## config.mk

```make
export PLATFORM = sky130hd
export DESIGN_NAME = device_tile
export DESIGN_NICKNAME = d
export VERILOG_FILES = /design/src/hdl/tile_map_pkg.sv /design/src/hdl/mem_msg_pkg.sv /design/src/hdl/device_tile.sv /design/src/hdl/mem_xbar.sv /design/src/hdl/clint_slice.sv /design/src/hdl/cfg_slice.sv
export SDC_FILE = /design/constraint.sdc
export NUM_CORES = 1
export LEC_CHECK = 0
export BUFFER_PORTS_ARGS = -buffer_cell sky130_fd_sc_hd__buf_2
export CAP_MARGIN = 0
export CORE_ASPECT_RATIO = 1.5
export CORE_UTILIZATION = 47
export DETAILED_ROUTE_END_ITERATION = 12
export PLACE_DENSITY = 0.77
export SLEW_MARGIN = 10
export SYNTH_ARGS = -nofsm -noshare
export SYNTH_HDL_FRONTEND = slang
export SYNTH_SLANG_ARGS = --single-unit
```

## constraint.sdc

```tcl
create_clock -name clk_i -period 4.64 [get_ports clk_i]
set_input_delay 0.464 -clock clk_i [delete_from_list [all_inputs] [get_ports clk_i]]
set_output_delay 0.464 -clock clk_i [all_outputs]
set_load 0.02 [all_outputs]
```

## src/hdl/tile_map_pkg.sv

```systemverilog
package tile_map_pkg;

  // device code sits in the top nibble of the 24-bit local address
  localparam int dev_code_lsb_gp = 20;
  localparam int dev_code_width_gp = 4;

  // register offset is the low half-word inside a device window
  localparam int reg_off_lsb_gp = 0;
  localparam int reg_off_width_gp = 16;

  typedef logic [dev_code_width_gp-1:0] dev_code_t;
  typedef logic [reg_off_width_gp-1:0] reg_off_t;

  // destination device after address decode
  // codes other than cfg and clint all land on the loopback
  typedef enum logic [dev_code_width_gp-1:0] {
    dev_loopback = 4'h0,
    dev_cfg      = 4'h2,
    dev_clint    = 4'h3
  } dev_e;

  // configuration slice registers
  localparam reg_off_t cfg_freeze_gp = 16'h0004;
  localparam reg_off_t cfg_npc_gp = 16'h0008;
  localparam reg_off_t cfg_core_id_gp = 16'h000c;

  // clint registers, same offsets as the usual risc-v clint
  localparam reg_off_t clint_msip_gp = 16'h0000;
  localparam reg_off_t clint_mtimecmp_gp = 16'h4000;
  localparam reg_off_t clint_mtime_gp = 16'hbff8;

endpackage

```

## src/hdl/mem_msg_pkg.sv

```systemverilog
package mem_msg_pkg;

  localparam int addr_width_gp = 24;
  localparam int data_width_gp = 32;

  // front-end and back-end request sources
  localparam int num_src_gp = 2;
  localparam int src_id_width_gp = $clog2(num_src_gp);

  typedef logic [addr_width_gp-1:0] addr_t;
  typedef logic [data_width_gp-1:0] data_t;
  typedef logic [src_id_width_gp-1:0] src_id_t;

  // single-beat memory opcodes
  // a write answers with zero data
  typedef enum logic [0:0] {
    op_read  = 1'b0,
    op_write = 1'b1
  } mem_op_e;

endpackage
```

## src/hdl/device_tile.sv

```systemverilog
`timescale 1ns/1ns

module device_tile
  #(
    parameter mem_msg_pkg::data_t core_id_p = 32'd0,
    parameter mem_msg_pkg::data_t boot_npc_p = 32'h8000_0000
  )
  (
    input  logic                                                  clk_i,
    input  logic                                                  arst_n_i,

    input  logic [mem_msg_pkg::num_src_gp-1:0]                    req_v_i,
    input  mem_msg_pkg::mem_op_e [mem_msg_pkg::num_src_gp-1:0]    req_op_i,
    input  mem_msg_pkg::addr_t [mem_msg_pkg::num_src_gp-1:0]      req_addr_i,
    input  mem_msg_pkg::data_t [mem_msg_pkg::num_src_gp-1:0]      req_data_i,
    output logic [mem_msg_pkg::num_src_gp-1:0]                    req_ready_o,

    output logic [mem_msg_pkg::num_src_gp-1:0]                    rsp_v_o,
    output mem_msg_pkg::data_t [mem_msg_pkg::num_src_gp-1:0]      rsp_data_o,

    output logic                                                  freeze_o,
    output mem_msg_pkg::data_t                                    boot_npc_o,
    output logic                                                  timer_irq_o,
    output logic                                                  software_irq_o
  );

  import mem_msg_pkg::*;
  import tile_map_pkg::*;

  // crossbar to device slices
  logic     cfg_v;
  logic     clint_v;
  mem_op_e  dev_op;
  reg_off_t dev_off;
  data_t    dev_data;
  src_id_t  dev_src;

  // slice replies back into the crossbar
  logic     cfg_rsp_v;
  data_t    cfg_rsp_data;
  src_id_t  cfg_rsp_src;
  logic     clint_rsp_v;
  data_t    clint_rsp_data;
  src_id_t  clint_rsp_src;

  mem_xbar xbar
    (
      .clk_i            (clk_i),
      .arst_n_i         (arst_n_i),
      .req_v_i          (req_v_i),
      .req_op_i         (req_op_i),
      .req_addr_i       (req_addr_i),
      .req_data_i       (req_data_i),
      .req_ready_o      (req_ready_o),
      .rsp_v_o          (rsp_v_o),
      .rsp_data_o       (rsp_data_o),
      .cfg_v_o          (cfg_v),
      .clint_v_o        (clint_v),
      .dev_op_o         (dev_op),
      .dev_off_o        (dev_off),
      .dev_data_o       (dev_data),
      .dev_src_o        (dev_src),
      .cfg_rsp_v_i      (cfg_rsp_v),
      .cfg_rsp_data_i   (cfg_rsp_data),
      .cfg_rsp_src_i    (cfg_rsp_src),
      .clint_rsp_v_i    (clint_rsp_v),
      .clint_rsp_data_i (clint_rsp_data),
      .clint_rsp_src_i  (clint_rsp_src)
    );

  cfg_slice
    #(
      .core_id_p  (core_id_p),
      .boot_npc_p (boot_npc_p)
    )
  cfgs
    (
      .clk_i      (clk_i),
      .arst_n_i   (arst_n_i),
      .v_i        (cfg_v),
      .op_i       (dev_op),
      .off_i      (dev_off),
      .data_i     (dev_data),
      .src_i      (dev_src),
      .rsp_v_o    (cfg_rsp_v),
      .rsp_data_o (cfg_rsp_data),
      .rsp_src_o  (cfg_rsp_src),
      .freeze_o   (freeze_o),
      .boot_npc_o (boot_npc_o)
    );

  clint_slice clint
    (
      .clk_i          (clk_i),
      .arst_n_i       (arst_n_i),
      .v_i            (clint_v),
      .op_i           (dev_op),
      .off_i          (dev_off),
      .data_i         (dev_data),
      .src_i          (dev_src),
      .rsp_v_o        (clint_rsp_v),
      .rsp_data_o     (clint_rsp_data),
      .rsp_src_o      (clint_rsp_src),
      .timer_irq_o    (timer_irq_o),
      .software_irq_o (software_irq_o)
    );

endmodule

```

## src/hdl/mem_xbar.sv

```systemverilog
`timescale 1ns/1ns

module mem_xbar
  (
    input  logic                                                  clk_i,
    input  logic                                                  arst_n_i,

    input  logic [mem_msg_pkg::num_src_gp-1:0]                    req_v_i,
    input  mem_msg_pkg::mem_op_e [mem_msg_pkg::num_src_gp-1:0]    req_op_i,
    input  mem_msg_pkg::addr_t [mem_msg_pkg::num_src_gp-1:0]      req_addr_i,
    input  mem_msg_pkg::data_t [mem_msg_pkg::num_src_gp-1:0]      req_data_i,
    output logic [mem_msg_pkg::num_src_gp-1:0]                    req_ready_o,

    output logic [mem_msg_pkg::num_src_gp-1:0]                    rsp_v_o,
    output mem_msg_pkg::data_t [mem_msg_pkg::num_src_gp-1:0]      rsp_data_o,

    output logic                                                  cfg_v_o,
    output logic                                                  clint_v_o,
    output mem_msg_pkg::mem_op_e                                  dev_op_o,
    output tile_map_pkg::reg_off_t                                dev_off_o,
    output mem_msg_pkg::data_t                                    dev_data_o,
    output mem_msg_pkg::src_id_t                                  dev_src_o,

    input  logic                                                  cfg_rsp_v_i,
    input  mem_msg_pkg::data_t                                    cfg_rsp_data_i,
    input  mem_msg_pkg::src_id_t                                  cfg_rsp_src_i,
    input  logic                                                  clint_rsp_v_i,
    input  mem_msg_pkg::data_t                                    clint_rsp_data_i,
    input  mem_msg_pkg::src_id_t                                  clint_rsp_src_i
  );

  import mem_msg_pkg::*;
  import tile_map_pkg::*;

  logic [num_src_gp-1:0] grant;
  logic                  any_grant;
  logic                  contend;
  src_id_t               sel_src;
  src_id_t               rr_ptr_r;
  dev_code_t             sel_code;
  dev_e                  sel_dev;

  // request stage registers
  logic                  cfg_v_r;
  logic                  clint_v_r;
  logic                  lb_v_r;
  mem_op_e               op_r;
  reg_off_t              off_r;
  data_t                 data_r;
  src_id_t               src_r;

  // loopback answer register
  logic                  lb_rsp_v_r;
  src_id_t               lb_rsp_src_r;

  // merged response
  logic                  rsp_v;
  data_t                 rsp_data;
  src_id_t               rsp_src;

  // two sources only: on a conflict the pointer decides, a lone source always goes
  assign contend = &req_v_i;

  always_comb
  begin
    for (int i = 0; i < num_src_gp; i++)
    begin
      req_ready_o[i] = !contend || (rr_ptr_r == src_id_t'(i));
      grant[i] = req_v_i[i] && req_ready_o[i];
    end
  end

  assign any_grant = |grant;

  always_comb
  begin
    sel_src = '0;
    for (int i = 0; i < num_src_gp; i++)
    begin
      if (grant[i])
        sel_src = src_id_t'(i);
    end
  end

  // address decode of the granted request
  assign sel_code = req_addr_i[sel_src][dev_code_lsb_gp +: dev_code_width_gp];

  always_comb
  begin
    if (sel_code == dev_code_t'(dev_cfg))
      sel_dev = dev_cfg;
    else if (sel_code == dev_code_t'(dev_clint))
      sel_dev = dev_clint;
    else
      sel_dev = dev_loopback;
  end

  always_ff @(posedge clk_i or negedge arst_n_i)
  begin
    if (!arst_n_i)
    begin
      rr_ptr_r   <= '0;
      cfg_v_r    <= 1'b0;
      clint_v_r  <= 1'b0;
      lb_v_r     <= 1'b0;
      lb_rsp_v_r <= 1'b0;
    end
    else
    begin
      // loser of this cycle gets priority next time
      if (any_grant)
        rr_ptr_r <= sel_src + 1'b1;
      cfg_v_r    <= any_grant && (sel_dev == dev_cfg);
      clint_v_r  <= any_grant && (sel_dev == dev_clint);
      lb_v_r     <= any_grant && (sel_dev == dev_loopback);
      lb_rsp_v_r <= lb_v_r;
    end
  end

  always_ff @(posedge clk_i)
  begin
    if (any_grant)
    begin
      op_r   <= req_op_i[sel_src];
      off_r  <= reg_off_t'(req_addr_i[sel_src][reg_off_lsb_gp +: reg_off_width_gp]);
      data_r <= req_data_i[sel_src];
      src_r  <= sel_src;
    end
    lb_rsp_src_r <= src_r;
  end

  assign cfg_v_o    = cfg_v_r;
  assign clint_v_o  = clint_v_r;
  assign dev_op_o   = op_r;
  assign dev_off_o  = off_r;
  assign dev_data_o = data_r;
  assign dev_src_o  = src_r;

  // response merge, loopback always answers zero
  // accept at edge n, device strobe after n, reply after n+1, sampled at edge n+2
  always_comb
  begin
    rsp_v    = cfg_rsp_v_i || clint_rsp_v_i || lb_rsp_v_r;
    rsp_data = '0;
    rsp_src  = lb_rsp_src_r;
    if (cfg_rsp_v_i)
    begin
      rsp_data = cfg_rsp_data_i;
      rsp_src  = cfg_rsp_src_i;
    end
    else if (clint_rsp_v_i)
    begin
      rsp_data = clint_rsp_data_i;
      rsp_src  = clint_rsp_src_i;
    end
  end

  always_comb
  begin
    for (int i = 0; i < num_src_gp; i++)
    begin
      rsp_v_o[i]    = rsp_v && (rsp_src == src_id_t'(i));
      rsp_data_o[i] = rsp_data;
    end
  end

  // fixed latency keeps replies in order, so two devices never answer together
  a_one_rsp: assert property (@(posedge clk_i) disable iff (!arst_n_i)
    $onehot0({cfg_rsp_v_i, clint_rsp_v_i, lb_rsp_v_r}));

  // any valid request wins exactly one grant
  a_grant_onehot: assert property (@(posedge clk_i) disable iff (!arst_n_i)
    (|req_v_i) |-> $onehot(grant));

endmodule

```

## src/hdl/clint_slice.sv

```systemverilog
`timescale 1ns/1ns

module clint_slice
  (
    input  logic                   clk_i,
    input  logic                   arst_n_i,

    input  logic                   v_i,
    input  mem_msg_pkg::mem_op_e   op_i,
    input  tile_map_pkg::reg_off_t off_i,
    input  mem_msg_pkg::data_t     data_i,
    input  mem_msg_pkg::src_id_t   src_i,

    output logic                   rsp_v_o,
    output mem_msg_pkg::data_t     rsp_data_o,
    output mem_msg_pkg::src_id_t   rsp_src_o,

    output logic                   timer_irq_o,
    output logic                   software_irq_o
  );

  import mem_msg_pkg::*;
  import tile_map_pkg::*;

  data_t   mtime_r;
  data_t   mtimecmp_r;
  logic    msip_r;
  logic    timer_irq_r;
  data_t   rd_data;
  logic    wr;

  logic    rsp_v_r;
  data_t   rsp_data_r;
  src_id_t rsp_src_r;

  assign wr = v_i && (op_i == op_write);

  always_comb
  begin
    case (off_i)
      clint_msip_gp:     rd_data = data_t'(msip_r);
      clint_mtimecmp_gp: rd_data = mtimecmp_r;
      clint_mtime_gp:    rd_data = mtime_r;
      default:           rd_data = '0;
    endcase
  end

  always_ff @(posedge clk_i or negedge arst_n_i)
  begin
    if (!arst_n_i)
    begin
      mtime_r     <= '0;
      // compare value parked at max so the timer stays quiet
      mtimecmp_r  <= '1;
      msip_r      <= 1'b0;
      timer_irq_r <= 1'b0;
      rsp_v_r     <= 1'b0;
    end
    else
    begin
      // mtime ticks on clk_i, a write overrides the increment
      if (wr && (off_i == clint_mtime_gp))
        mtime_r <= data_i;
      else
        mtime_r <= mtime_r + 1'b1;
      if (wr && (off_i == clint_mtimecmp_gp))
        mtimecmp_r <= data_i;
      if (wr && (off_i == clint_msip_gp))
        msip_r <= data_i[0];
      timer_irq_r <= (mtime_r >= mtimecmp_r);
      rsp_v_r     <= v_i;
    end
  end

  always_ff @(posedge clk_i)
  begin
    rsp_data_r <= (op_i == op_read) ? rd_data : '0;
    rsp_src_r  <= src_i;
  end

  assign rsp_v_o        = rsp_v_r;
  assign rsp_data_o     = rsp_data_r;
  assign rsp_src_o      = rsp_src_r;
  assign timer_irq_o    = timer_irq_r;
  assign software_irq_o = msip_r;

  // mtime itself reaching all ones is the only way past a maxed compare
  a_no_timer_at_max: assert property (@(posedge clk_i) disable iff (!arst_n_i)
    (&mtimecmp_r) && $past(&mtimecmp_r) && !$past(&mtime_r) |-> !timer_irq_o);

endmodule

```

## src/hdl/cfg_slice.sv

```systemverilog
`timescale 1ns/1ns

module cfg_slice
  #(
    parameter mem_msg_pkg::data_t core_id_p = 32'd0,
    parameter mem_msg_pkg::data_t boot_npc_p = 32'h8000_0000
  )
  (
    input  logic                   clk_i,
    input  logic                   arst_n_i,

    input  logic                   v_i,
    input  mem_msg_pkg::mem_op_e   op_i,
    input  tile_map_pkg::reg_off_t off_i,
    input  mem_msg_pkg::data_t     data_i,
    input  mem_msg_pkg::src_id_t   src_i,

    output logic                   rsp_v_o,
    output mem_msg_pkg::data_t     rsp_data_o,
    output mem_msg_pkg::src_id_t   rsp_src_o,

    output logic                   freeze_o,
    output mem_msg_pkg::data_t     boot_npc_o
  );

  import mem_msg_pkg::*;
  import tile_map_pkg::*;

  logic    freeze_r;
  data_t   npc_r;
  data_t   rd_data;
  logic    wr;

  logic    rsp_v_r;
  data_t   rsp_data_r;
  src_id_t rsp_src_r;

  assign wr = v_i && (op_i == op_write);

  always_comb
  begin
    case (off_i)
      cfg_freeze_gp:  rd_data = data_t'(freeze_r);
      cfg_npc_gp:     rd_data = npc_r;
      cfg_core_id_gp: rd_data = core_id_p;
      default:        rd_data = '0;
    endcase
  end

  // core comes out of reset frozen
  always_ff @(posedge clk_i or negedge arst_n_i)
  begin
    if (!arst_n_i)
    begin
      freeze_r <= 1'b1;
      npc_r    <= boot_npc_p;
      rsp_v_r  <= 1'b0;
    end
    else
    begin
      if (wr && (off_i == cfg_freeze_gp))
        freeze_r <= data_i[0];
      if (wr && (off_i == cfg_npc_gp))
        npc_r <= data_i;
      rsp_v_r <= v_i;
    end
  end

  always_ff @(posedge clk_i)
  begin
    rsp_data_r <= (op_i == op_read) ? rd_data : '0;
    rsp_src_r  <= src_i;
  end

  assign rsp_v_o    = rsp_v_r;
  assign rsp_data_o = rsp_data_r;
  assign rsp_src_o  = rsp_src_r;
  assign freeze_o   = freeze_r;
  assign boot_npc_o = npc_r;

  // one reply per strobe, exactly a cycle later
  a_rsp_follows: assert property (@(posedge clk_i) disable iff (!arst_n_i)
    rsp_v_o == $past(v_i));

endmodule

```

==> impl_metrics.env <==
export IMPL_final_max_slew_viol_count=0
export IMPL_rr_startpoint="xbar.dev_off_o[8]"
export IMPL_grt_max_degree=71
export IMPL_worst_path_largest_cell_delay_ps=790
export IMPL_synth_warnings=0
export IMPL_pin_count=221
export IMPL_grt_ovfl_total=0
export IMPL_fin_crit_ps=3460
export IMPL_synthToLayoutAreaGrowth_pct=17.8
export IMPL_root_buffer="clkbuf_16"
export IMPL_maxSlewHeadroom=0.165
export IMPL_cts_sinks=221
export IMPL_start_kind="flop"
export IMPL_critPathTopFamily="simple AND/OR/NAND/NOR gates"
export IMPL_critPathArrivalTime_ps=3880
export IMPL_path_buf_inv=1
export IMPL_grt_pass1_wl_um=35800
export IMPL_hold_violations=0
export IMPL_hp_class="in2async"
export IMPL_fin_crit_sh=0.746
export IMPL_end_kind="flop"
export IMPL_synthDistinctLibCells=50
export IMPL_synth_cells=845
export IMPL_finClkSkew_ps=16.7
export IMPL_drc=0
export IMPL_synth_seq_area_share=0.542
export IMPL_p_leak_uw=0.00537
export IMPL_power_density_nw_per_um2=346
export IMPL_hpwl_um=14900
export IMPL_fin_area_um2=12000
export IMPL_r2r_cells=6
export IMPL_synth_edff_count=50
export IMPL_crit_path_cell_trace="or4_4, or4b_4, nor2_4, buf_4, nand2_2, mux2_4"
export IMPL_routed_via_count=6895
export IMPL_clock_latency_ps=500
export IMPL_fill_cells=1769
export IMPL_synth_seq_cells=221
export IMPL_drt_iter0_drc=265
export IMPL_setup_ws_ps=1180
export IMPL_ctsLongestPathBuffers=3
export IMPL_finalWirelength_um=22000
export IMPL_drive_gt1_frac=0.405
export IMPL_coreArea_um2=21100
export IMPL_post_cts_resized=0
export IMPL_chipWidth_um=122
export IMPL_setup_tns_ps=0
export IMPL_ys_dominant_reg_cell="dfrtp_1"
export IMPL_dpl_instance_area_um2=11200
export IMPL_grt_usage=0.205
export IMPL_wl_per_cell_um=16.9
export IMPL_worstMarginPinSlew_ps=1250
export IMPL_insertedDiodeCount=0
export IMPL_io_buffers=212
export IMPL_rrSetupSlack_ps=1180
export IMPL_numCtsBuffers=21
export IMPL_cts_tree="yes"
export IMPL_critPathLaunch="xbar.dev_off_o[8]"
export IMPL_path_depth=6
export IMPL_layout_commonest_cell="buf_2"
export IMPL_routabilityCongestion=0.807
export IMPL_r2r_end="clint.mtimecmp_r[23]"
export IMPL_fmax_mhz=289
export IMPL_crit_path_max_fanout=33
export IMPL_htree_levels=1
export IMPL_async_reset_ff_frac=0.480
export IMPL_nNetsFinal=1171
export IMPL_cts_setup_buffers=0
export IMPL_antenna_found_initial=0
export IMPL_cap_violations=0
export IMPL_first_pass_iters=4
export IMPL_post_place_ws_ps=1220
export IMPL_path_class="reg2reg"
export IMPL_synth_top_area_cell="dfrtp_1"
export IMPL_synth_nets=996
export IMPL_ant_nets=0
export IMPL_finalSetupViolCount=0
export IMPL_whs_ps=72.3
export IMPL_row_count=65
export IMPL_worstPathRequired_ps=5060
export IMPL_synthTopCellsByArea="dfrtp_1 18%, edfxtp_1 15%, dfxtp_1 13%"
export IMPL_finalNonFillerCells=1303
export IMPL_grt_pass1_vias=7174
export IMPL_hold_buffers=0
export IMPL_vdd_ir_drop_max_uv=255
export IMPL_status="finished clean"
export IMPL_slowest_stage="nand2_2"
export IMPL_dieArea_um2=22200
export IMPL_final_cell_mix="211 x buf_2, 85 x mux2_2, 72 x dfrtp_1"
export IMPL_chipHeight_um=182
export IMPL_path_clk_slew_ps=70
export IMPL_endpoint="clint.mtimecmp_r[23]"
export IMPL_placed_cells=1265
export IMPL_vias_per_cell=5.29
export IMPL_synth_top_cell_area_share=0.178
export IMPL_syn_area_um2=10100
export IMPL_avgSynthCellArea_um2=12.0
export IMPL_start_util=0.481
export IMPL_rsz0062_at_grt="false"
## cell type report
type	instances	area, um^2	area share
flip-flops and latches	221	5500	0.460
well taps	268	335	0.0281
clock inverters	11	184	0.0154
inverters	37	139	0.0116
multi-input cells	516	4090	0.342
clock buffers	27	558	0.0467
repair buffers	223	1150	0.0959
## state kept, by name, summed over array words and instances (netlist names), 16 cells and up
name and cells:
cfgs.boot_npc_o 32, clint.mtimecmp_r 32, clint.mtime_r 32, clint.rsp_data_o 32
cfgs.rsp_data_o 32, xbar.dev_data_o 32, xbar.dev_off_o 16
## worst reg2reg max path: stages (launching register included)
cell and delay, ps:
edfxtp_1 380, or4_4 560, or4b_4 580, nor2_4 90, buf_4 380, nand2_2 800
mux2_4 590
## kinds of logic after synthesis
logic type	after synthesis	synth area share
DFF	221	0.542
and+or+nand+nor	212	0.110
AOI/OAI and AO/OA	126	0.0858
muxes	117	0.141
buffers and inverters	108	0.0560
adders and majority gates	33	0.0407
xor gates and xnor gates	28	0.0242
## how the worst min path moves through the flow
stage                   start            endpoint  slack, ps  cells after the start
3_5_place_dp      xbar.lb_v_r     xbar.lb_rsp_v_r        350                      0
4_1_cts              arst_n_i  cfgs.boot_npc_o[4]        120                      1
2_1_floorplan        arst_n_i  cfgs.boot_npc_o[0]        170                      0
3_3_place_gp   xbar.dev_src_o     clint.rsp_src_o        330                      0
6_report             arst_n_i  cfgs.boot_npc_o[4]         70                      1
5_1_grt              arst_n_i  cfgs.boot_npc_o[4]        150                      1
## synth_stat cells, drive strengths merged (2+ instances only)
cell type  number
a2111oi         2
a21o            6
a21oi          12
a22o           31
a22oi          31
a31oi           3
a32oi           2
and2           36
and3            7
and4            3
buf            45
clkbuf         26
dfrtp          72
dfstp          34
dfxtp          65
edfxtp         50
ha             33
inv            37
mux2          116
nand2          50
nand2b          3
nand3          23
nand4          19
nor2           48
nor2b           4
nor3            4
nor4            6
o21ai          36
or3             3
or4             2
or4b            2
xnor2           8
xor2           20
## report_power, final
group | internal, uW | total, uW | switching, uW
Clock | 1130 | 1850 | 722
Combinational | 93.3 | 190 | 97.1
Sequential | 2040 | 2090 | 40.8
## metal layers
layer  up-vias  global-route usage  routed length, um
met4         0              0.0672                573
met2       183               0.372              11600
met3        41              0.0239                904
li1       3328                   -                  -
met5         -                   0                  0
met1      3343               0.248               8930
## through the flow
stage / power, uW / utilization
floorplan: 2210 / -
global placement: 2310 / 0.532
detailed placement: 2320 / 0.532
CTS: 4170 / 0.567
global route: 4280 / 0.567
finish: 4130 / 0.567
Note: power is estimated with default switching activity, not from simulation.
